### src/rtl/sample_pack_consts.svh
`ifndef SAMPLE_PACK_CONSTS_SVH
`define SAMPLE_PACK_CONSTS_SVH

// Sample and lane geometry.
`define SP_SAMPLE_W 48 // Three packed lanes.
`define SP_LANE_W 16 // One channel value.
`define SP_LANES 3 // Lanes per sample.

// Output side.
`define SP_WORD_W 32 // Lane in low half, zero above.

// Sample buffer.
`define SP_FIFO_AW 3 // Depth of 8.

`endif

### src/rtl/sample_pack_pkg.sv
`include "sample_pack_consts.svh"

package sample_pack_pkg;

	// One input sample, lane 0 in the low bits.
	typedef logic [`SP_SAMPLE_W-1:0] sample_t;

	typedef logic [`SP_LANE_W-1:0] lane_t;

	typedef logic [`SP_WORD_W-1:0] word_t;

	typedef logic [1:0] lane_idx_t; // Lane number within a sample.

	// Splitter FSM.
	typedef enum logic [1:0] {
		SPLIT_IDLE, // Waiting for a stored sample.
		SPLIT_READ, // Pop issued, read data in flight.
		SPLIT_HOLD // Lanes presented to the serializer.
	} split_state_t;

	// Serializer FSM.
	typedef enum logic [2:0] {
		SER_IDLE,
		SER_W0, // Lane 0 word.
		SER_W1,
		SER_W2,
		SER_GAP // Drops wen_32 and busy.
	} ser_state_t;

endpackage

### src/rtl/lanes_if.sv
`timescale 1ns/1ps

interface lanes_if
	import sample_pack_pkg::*;
	();

	lane_t lane0; // Bits 15:0 of the sample.
	lane_t lane1;
	lane_t lane2; // Bits 47:32.
	logic start; // One-cycle pulse, lanes valid.
	logic busy; // Serializer owns the lanes.

	// Splitter side.
	modport split (
		output lane0,
		output lane1,
		output lane2,
		output start,
		input busy
	);

	// Serializer side.
	modport ser (
		input lane0,
		input lane1,
		input lane2,
		input start,
		output busy
	);

endinterface

### src/rtl/sample_fifo.sv
`timescale 1ns/1ps

`include "sample_pack_consts.svh"

module sample_fifo
	import sample_pack_pkg::*;
#(
	parameter int AW = `SP_FIFO_AW
) (
	input logic clk,
	input logic rst_n,

	input logic wen,
	input sample_t wdata,

	input logic pop,
	output sample_t rd_data,
	output logic empty,

	output logic overflow
);

	localparam int DEPTH = 1 << AW;

	sample_t mem [DEPTH];

	logic [AW-1:0] wr_ptr;
	logic [AW-1:0] rd_ptr;
	logic [AW:0] count;

	logic full;
	logic accept;

	assign full = (count == (AW+1)'(DEPTH));
	assign empty = (count == '0);

	// A pop in the same cycle frees the slot being written.
	assign accept = wen && (!full || pop);

	// Storage.
	always_ff @(posedge clk) begin
		if (accept) begin
			mem[wr_ptr] <= wdata;
		end
	end

	// Registered read port, valid the cycle after pop.
	always_ff @(posedge clk) begin
		if (pop) begin
			rd_data <= mem[rd_ptr];
		end
	end

	always_ff @(posedge clk) begin
		if (!rst_n) begin
			wr_ptr <= '0;
		end else if (accept) begin
			wr_ptr <= wr_ptr + 1'b1; // Wraps at depth.
		end
	end

	always_ff @(posedge clk) begin
		if (!rst_n) begin
			rd_ptr <= '0;
		end else if (pop) begin
			rd_ptr <= rd_ptr + 1'b1;
		end
	end

	// Occupancy.
	always_ff @(posedge clk) begin
		if (!rst_n) begin
			count <= '0;
		end else begin
			case ({accept, pop})
				2'b10: begin
					count <= count + 1'b1;
				end
				2'b01: begin
					count <= count - 1'b1;
				end
				default: begin
					count <= count; // Both or neither.
				end
			endcase
		end
	end

	// Sticky drop flag.
	always_ff @(posedge clk) begin
		if (!rst_n) begin
			overflow <= 1'b0;
		end else if (wen && !accept) begin
			overflow <= 1'b1;
		end
	end

endmodule

### src/rtl/lane_splitter.sv
`timescale 1ns/1ps

`include "sample_pack_consts.svh"

module lane_splitter
	import sample_pack_pkg::*;
(
	input logic clk,
	input logic rst_n,

	input logic empty,
	input sample_t rd_data,
	output logic pop,

	lanes_if.split lanes
);

	split_state_t state;
	split_state_t state_nxt;

	lane_t slice [`SP_LANES];

	lane_t lane0_q;
	lane_t lane1_q;
	lane_t lane2_q;
	logic start_q;

	logic ser_free;

	// Cut the sample into lanes, lane 0 lowest.
	always_comb begin
		for (int i = 0; i < `SP_LANES; i++) begin
			slice[i] = rd_data[i*`SP_LANE_W +: `SP_LANE_W];
		end
	end

	// Start still pending counts as busy.
	assign ser_free = !start_q && !lanes.busy;

	assign pop = (state == SPLIT_IDLE) && !empty;

	always_comb begin
		state_nxt = state;
		case (state)
			SPLIT_IDLE: begin
				if (!empty) begin
					state_nxt = SPLIT_READ;
				end
			end
			SPLIT_READ: begin
				state_nxt = SPLIT_HOLD; // Read data lands now.
			end
			SPLIT_HOLD: begin
				if (ser_free) begin
					state_nxt = SPLIT_IDLE;
				end
			end
			default: begin
				state_nxt = SPLIT_IDLE;
			end
		endcase
	end

	always_ff @(posedge clk) begin
		if (!rst_n) begin
			state <= SPLIT_IDLE;
			start_q <= 1'b0;
		end else begin
			state <= state_nxt;
			start_q <= (state == SPLIT_READ);
		end
	end

	// Lanes stay put until the next sample is read.
	always_ff @(posedge clk) begin
		if (state == SPLIT_READ) begin
			lane0_q <= slice[0];
			lane1_q <= slice[1];
			lane2_q <= slice[2];
		end
	end

	assign lanes.lane0 = lane0_q;
	assign lanes.lane1 = lane1_q;
	assign lanes.lane2 = lane2_q;
	assign lanes.start = start_q;

endmodule

### src/rtl/word_serializer.sv
`timescale 1ns/1ps

`include "sample_pack_consts.svh"

module word_serializer
	import sample_pack_pkg::*;
(
	input logic clk,
	input logic rst_n,

	lanes_if.ser lanes,

	output logic wen_32,
	output word_t wdata_32
);

	localparam lane_idx_t LAST_LANE = lane_idx_t'(`SP_LANES - 1);
	localparam int PAD_W = `SP_WORD_W - `SP_LANE_W;

	ser_state_t state;
	ser_state_t state_nxt;

	lane_idx_t sel;
	lane_t cur_lane;
	logic in_word;

	// Which lane the current state emits.
	always_comb begin
		in_word = 1'b1;
		sel = '0;
		case (state)
			SER_W0: begin
				sel = 2'd0;
			end
			SER_W1: begin
				sel = 2'd1;
			end
			SER_W2: begin
				sel = LAST_LANE;
			end
			default: begin
				in_word = 1'b0;
			end
		endcase
	end

	always_comb begin
		case (sel)
			2'd0: begin
				cur_lane = lanes.lane0;
			end
			2'd1: begin
				cur_lane = lanes.lane1;
			end
			default: begin
				cur_lane = lanes.lane2;
			end
		endcase
	end

	always_comb begin
		state_nxt = state;
		case (state)
			SER_IDLE: begin
				if (lanes.start) begin
					state_nxt = SER_W0;
				end
			end
			SER_W0: begin
				state_nxt = SER_W1;
			end
			SER_W1: begin
				state_nxt = SER_W2;
			end
			SER_W2: begin
				state_nxt = SER_GAP;
			end
			default: begin
				state_nxt = SER_IDLE; // Gap and unused codes.
			end
		endcase
	end

	always_ff @(posedge clk) begin
		if (!rst_n) begin
			state <= SER_IDLE;
		end else begin
			state <= state_nxt;
		end
	end

	// Result stage.
	always_ff @(posedge clk) begin
		if (!rst_n) begin
			wen_32 <= 1'b0;
			wdata_32 <= '0;
		end else begin
			wen_32 <= in_word;
			if (in_word) begin
				wdata_32 <= {{PAD_W{1'b0}}, cur_lane}; // Upper half zero.
			end
		end
	end

	// Set on the start edge, cleared by the gap edge.
	assign lanes.busy = (state != SER_IDLE);

endmodule

### src/rtl/sample_pack_top.sv
`timescale 1ns/1ps

`include "sample_pack_consts.svh"

module sample_pack_top
	import sample_pack_pkg::*;
(
	input logic clk,
	input logic rst_n,

	// Sample input.
	input logic wen_48,
	input sample_t wdata_48,

	// Word output.
	output logic wen_32,
	output word_t wdata_32,

	output logic overflow // Sticky until reset.
);

	logic fifo_empty;
	logic fifo_pop;
	sample_t fifo_rdata;

	lanes_if lanes_bus ();

	sample_fifo #(
		.AW(`SP_FIFO_AW)
	) u_fifo (
		.clk(clk),
		.rst_n(rst_n),
		.wen(wen_48),
		.wdata(wdata_48),
		.pop(fifo_pop),
		.rd_data(fifo_rdata),
		.empty(fifo_empty),
		.overflow(overflow)
	);

	lane_splitter u_splitter (
		.clk(clk),
		.rst_n(rst_n),
		.empty(fifo_empty),
		.rd_data(fifo_rdata),
		.pop(fifo_pop),
		.lanes(lanes_bus.split)
	);

	word_serializer u_serializer (
		.clk(clk),
		.rst_n(rst_n),
		.lanes(lanes_bus.ser),
		.wen_32(wen_32),
		.wdata_32(wdata_32)
	);

endmodule

### config.mk
export PLATFORM = sky130hd
export DESIGN_NAME = sample_pack_top
export DESIGN_NICKNAME = d
export VERILOG_FILES = /design/src/rtl/sample_pack_pkg.sv /design/src/rtl/lanes_if.sv /design/src/rtl/sample_fifo.sv /design/src/rtl/lane_splitter.sv /design/src/rtl/word_serializer.sv /design/src/rtl/sample_pack_top.sv
export VERILOG_INCLUDE_DIRS = /design/src /design/src/rtl
export SDC_FILE = /design/constraint.sdc
export NUM_CORES = 1
export LEC_CHECK = 0
export ABC_CLOCK_PERIOD_IN_PS = 8400
export BUFFER_PORTS_ARGS = -buffer_cell sky130_fd_sc_hd__buf_4
export CAP_MARGIN = 20
export CORE_ASPECT_RATIO = 0.75
export CORE_MARGIN = 1.5
export CORE_UTILIZATION = 40
export CTS_BUF_LIST = sky130_fd_sc_hd__clkbuf_8
export CTS_CLUSTER_DIAMETER = 60
export DETAILED_ROUTE_END_ITERATION = 8
export SYNTH_ARGS = -nofsm -noshare
export SYNTH_HDL_FRONTEND = slang
export SYNTH_SLANG_ARGS = --single-unit
### constraint.sdc
create_clock -name clk -period 8.4 [get_ports clk]
set_clock_uncertainty 0.05 [all_clocks]
set_input_delay 0.42 -clock clk [delete_from_list [all_inputs] [get_ports clk]]
set_output_delay 0.42 -clock clk [all_outputs]
set_load 0.02 [all_outputs]
### After elaboration in Yosys (flattened, before gate mapping)

Memory sizes are Yosys's and may differ from the RTL's. A register that Yosys moved wholly into a read port is not among the register bits.
Index checks and enable logic that the tools add are counted.

| cells by class | value |
|---|---|
| $add $sub $neg | 4 |
| equal/unequal tests | 12 |
| multiplexer cells | 11 |
| reductions and logical operators | 18 |

Operators by type and width:

| cell | count |
|---|---|
| $pmux W16 S2 | 1 |
| $pmux W3 S4 | 1 |
| $pmux W4 S2 | 1 |
| $add A3 B1 Y3 const B | 2 |
| $eq A2 B1 Y1 const B | 3 |
| $eq A3 B2 Y1 const B | 2 |
| $pmux W2 S3 | 1 |
| $logic_not A1 Y1 | 5 |
| $add A4 B1 Y4 const B | 1 |
| $eq A2 B2 Y1 const B | 2 |
| $eq A4 B4 Y1 const B | 1 |
| $logic_and A1 B1 Y1 | 4 |
| $logic_not A2 Y1 | 2 |
| $logic_not A4 Y1 | 1 |
| $mux W2 | 2 |
| $ne A2 B2 Y1 const B | 2 |
| $pmux W2 S2 | 1 |
| $sub A4 B1 Y4 const B | 1 |
| $eq A3 B1 Y1 const B | 1 |
| $logic_not A3 Y1 | 1 |
| $mux W1 | 3 |
| $mux W3 | 1 |
| $reduce_bool A3 Y1 | 1 |
| $reduce_or A3 Y1 | 1 |
| 4 further kinds | 4 |

| storage, ports and cells | value |
|---|---|
| flip-flop bits (word level) | 82 |
| bits in writable memories | 384 |
| bits of input ports | 51 |
| output and inout port bits | 34 |
| word-level logic and storage cells | 58 |
| memories kept | 1 |

Memory list:

| name | words | bits a word | read ports | clocked after Yosys merged registers in | write ports | line | source |
|---|---|---|---|---|---|---|---|
| u_fifo.mem | 8 | 48 | 1 | 1 | 1 | sample_fifo.sv:25 | `sample_t mem [DEPTH];` |

### Longest topological paths before layout

| logic depth | value |
|---|---|
| depth after elaboration | 7 |
| depth in mapped cells | 9 |
| gate-level depth less buffers | 8 |

### Cells and area by module

A second synthesis with hierarchy kept.

| second synthesis, totals | value |
|---|---|
| cell total of the unflattened synthesis | 863 |
| area, all modules | 19286.0 um2 |

Modules (own cells, without submodules):

| module | times used | cells an instance | area an instance (um2) | seq. area each (um2) |
|---|---|---|---|---|
| sample_fifo | 1 | 680 | 16641.0 | 13192.7 |
| lane_splitter | 1 | 58 | 1551.5 | 1501.4 |
| word_serializer | 1 | 125 | 1093.5 | 400.4 |

### Worst setup path before layout

No wires, ideal clock.

| timing path | value |
|---|---|
| path type | input to register |
| start | in wen_48 |
| end | mem u_fifo.mem[1][0] (netlist name), enable pin |
| setup time | 0.573 ns |
| arrival | 5.449 ns |
| required time | 7.777 ns |
| setup slack | 2.328 ns |
| stages | 3 |
| path buffers | 1 |
| path through | clkbuf_1 > nand2_1 > nor4_1 |

| between the ends | value |
|---|---|
| longest elaborated chain between the ends | 3 |

RTL lines:

| item | line | source |
|---|---|---|
| start: declaration | sample_pack_top.sv:12 | `input logic wen_48,` |
| $logic_and A1 B1 Y1 | sample_fifo.sv:38 | `assign accept = wen && (!full \|\| pop);` |
| $mux W1 | sample_fifo.sv:42 | `if (accept) begin` |
| $mux W1 (implied by the code) | sample_fifo.sv:43 | `mem[wr_ptr] <= wdata;` |
| end: declaration | sample_fifo.sv:25 |  |

No other way between the ends.

==> reports/qor.yml <==
status: "complete, no violations"
synthCells: 897
areaGrowthSynthToFinish_pct: 15.9
drt_iter0_drc: 701
hold_viol_final: 0
cellPowerDensity_nw_per_um2: 293
wl_mm: 38.4
ios: 85
grt_antenna_before_repair: 2
path_clk_slew_ps: 60
min_to: "u_fifo.wr_ptr[1]"
num_rows: 69
slew_headroom_pct: 27.8
cts_tree: "built"
cp_slowest_cell: "buf_4"
core_sq_um: 47500
ant_nets: 0
synth_area_sq_um: 19300
cap_violations: 0
grt_pass1_vias: 9185
pwr-share-clk_pct: 28.1
peakVddDrop_uv: 175
cts_setup_buffers: 0
synth_cell_types: 44
nFillCells: 3988
synth_mux_area_share_pct: 15.4
synth_top_family_by_area: "multiplexers"
num_vias: 8878
grt_max_degree: 74
routed_via_density: 5.06
synth_sequential_area_ratio_pct: 78.1
ys_ff_latch: 514
reg2regPathDepth: 3
layout-drive-gt1-share_pct: 30.5
post-route-min-period_ps: 2830
finalSetupViolCount: 0
cts_made_buffers: 78
ys_top_cells_by_area: "edfxtp_1, mux4_2, dfxtp_1"
leakage_nw: 7.21
synthXorXnorAreaFrac_pct: 0.272
insertion_delay_ps: 630
die-area_sq_um: 49600
synthSimpleGateAreaFrac_pct: 2.33
fin_hold_ws_ps: 108
crit_family: "multiplexers"
reg2reg_to: "u_fifo.rd_data[22]"
synth_top_cell_area_share_pct: 74.6
power.total_mw: 6.56
synth_compound_area_share_pct: 1.58
synth_ff_type: "edfxtp_1"
grt.overflow.total: 0
io_buffers: 68
grt_pass1_wl_mm: 58.0
power_frac_seq_pct: 53.0
clock_path_buffers: 3
path_max_fanout: 44
nets: 1124
cts.sinks: 514
arrival_ps: 3130
hold_depth: 3
rsz0062_at_grt: "false"
path_buf_inv: 1
yosysWarnings: 0
remaining_drc_errors: 0
switchingPower_mw: 1.76
root_buffer: "clkbuf_8"
dp_hpwl_mm: 19.4
min_from: "wen_48"
drv_slew: 0
synth_area_per_cell_sq_um: 21.5
intPower_mw: 4.80
grtUsageTotal_pct: 15.7
wire_per_inst_microns: 21.9
place_congestion: 0.723
synth_fa_ha_area_share_pct: 0.363
worstPathCellList: "buf_4, mux4_2, mux2_4"
yosys.area.top_type: "edfxtp_1"
drtPass1Iterations: 5
dieHeight_microns: 193
synth-edff-count: 480
start_util_pct: 40.7
cp-end-kind: "flip-flop"
pwr-share-comb_pct: 18.9
die_w_microns: 257
hold_path_class: "input port to flip-flop"
worst_slew_pin_slew_ps: 1080
p_sw_share_pct: 26.9
reg2reg_from: "u_fifo.rd_ptr[0]"
rrSetupSlack_ps: 5570
critPathKind: "flip-flop to flip-flop"
finalCritPeriodShare_pct: 33.6
finalSetupTns_ps: 0
critPathMaxStageDelay_ps: 800
worstPathRequired_ps: 8710
async_reset_ff_share_pct: 0
worst_setup_path_start_kind: "flip-flop"
htree_levels: 3
fmax_ghz: 0.354
[registers in the layout (all words and copies together), names as in the netlist]
register                cells
u_fifo.wr_ptr               3
u_serializer.state          3
u_fifo.rd_data             48
u_splitter.lanes.start      1
u_serializer.wdata_32      16
u_fifo.mem                384
u_fifo.rd_ptr               3
u_splitter.lanes.lane2     16
u_fifo.count                4
u_splitter.lanes.lane1     16
u_splitter.state            2
u_splitter.lanes.lane0     16
u_serializer.wen_32         1
u_fifo.overflow             1
[what timing repair did]
item	CTS	global route
hold buffers	49	0
endpoints found under the hold margin	385	0
resized for setup	0	0
[worst max-delay path by stage]
stage,from,to,cells past startpoint,slack (ps)
4_1_cts,u_fifo.rd_ptr[0],u_fifo.rd_data[22],3,5490
3_5_place_dp,u_fifo.rd_ptr[0],u_fifo.rd_data[22],3,5510
6_report,u_fifo.rd_ptr[0],u_fifo.rd_data[22],3,5570
3_3_place_gp,u_fifo.rd_ptr[0],u_fifo.rd_data[20],3,5540
2_1_floorplan,wen_48,u_fifo.mem[1][0],3,2330
5_1_grt,u_fifo.rd_ptr[0],u_fifo.rd_data[33],3,5350
[power by group through the flow]
stage                     clock, mW  combinational (mW)  sequential (mW)
after detailed placement          0                1.25             3.54
after CTS                      1.90                1.27             3.49
after global routing           2.01                1.35             3.51
after floorplan                   0               0.955             3.44
final                          1.84                1.24             3.48
after global placement            0                1.23             3.53
[cell families (layout without fill, tap and decap cells)]
kind of cell	count (synthesis)	in the layout
other cells	1	18
compound gates	49	49
simple gates	97	97
flops	514	514
mux	163	163
buf+inv	62	264
fa+ha+maj	5	5
xor+xnor	6	6
[layer usage]
metal  vias up  GRT usage [%]  share of wire [%]  routed length [microns]
met5         -              0              0.029                       11
met4         2           4.44                1.5                      588
met3        52           3.66                5.3                     2040
met2       232           23.4                 45                    17500
met1      4628           23.3                 48                    18300
li1       3964              -                  -                        -
[cell type report]
class,instances,area (sq um),area share [%]
well taps,639,800,3.57
clock inverters,42,206,0.922
diodes,2,5.00,0.0224
repair buffers,134,1130,5.04
inverters,4,15.0,0.0671
multi-input cells,336,3980,17.8
clock buffers,84,1160,5.16
flip-flops and latches,514,15100,67.5
[Yosys cell counts (2+ instances only)]
cell type / instances
nand2_1: 42
nor3_1: 6
ha_1: 4
xnor2_1: 4
mux4_2: 96
o211ai_1: 17
a31oi_1: 2
or2_2: 2
o21ai_1: 2
xor2_1: 2
clkbuf_1: 23
dfxtp_1: 34
nand3b_1: 3
mux2_4: 20
nor2b_1: 3
mux2_2: 29
mux2i_1: 18
nor4_1: 4
buf_12: 2
nor3b_1: 2
or3_1: 2
nand3_1: 6
buf_4: 16
a21oi_1: 21
buf_2: 13
o21ai_0: 2
nor2_1: 21
inv_1: 4
edfxtp_1: 480
buf_8: 2
nand2b_1: 2
[per-stage QoR]
| stage | setup slack [ps] | instance area, sq um | utilization, % | instances |
|---|---|---|---|---|
| after floorplan | 2330 | 19400 | - | 912 |
| after global placement | 5540 | 20500 | 43.2 | 1578 |
| after detailed placement | 5510 | 20500 | 43.2 | 1578 |
| after CTS | 5490 | 22400 | 47.1 | 1753 |
| after global routing | 5350 | 22400 | 47.1 | 1753 |
| final | 5570 | 22400 | 47.2 | 1755 |
[worst register-to-register path: cells and delay by family (launching register included)]
kind	cells	cell delay [ps]
mux	2	930
flops	1	770
buf+inv	1	820
[cell usage in the layout (no fill, tap or decap), types with 20 or more instances in the layout]
cell,synthesis,routed
buf_4,16,85
clkbuf_8,0,84
mux4_2,96,96
mux2_2,29,29
nand2_1,42,42
dlygate4sd3_1,0,49
a21oi_1,21,21
dfxtp_1,34,31
mux2_4,20,20
edfxtp_1,480,480
inv_1,4,32
No activity file was read; power rests on OpenSTA's default activity.
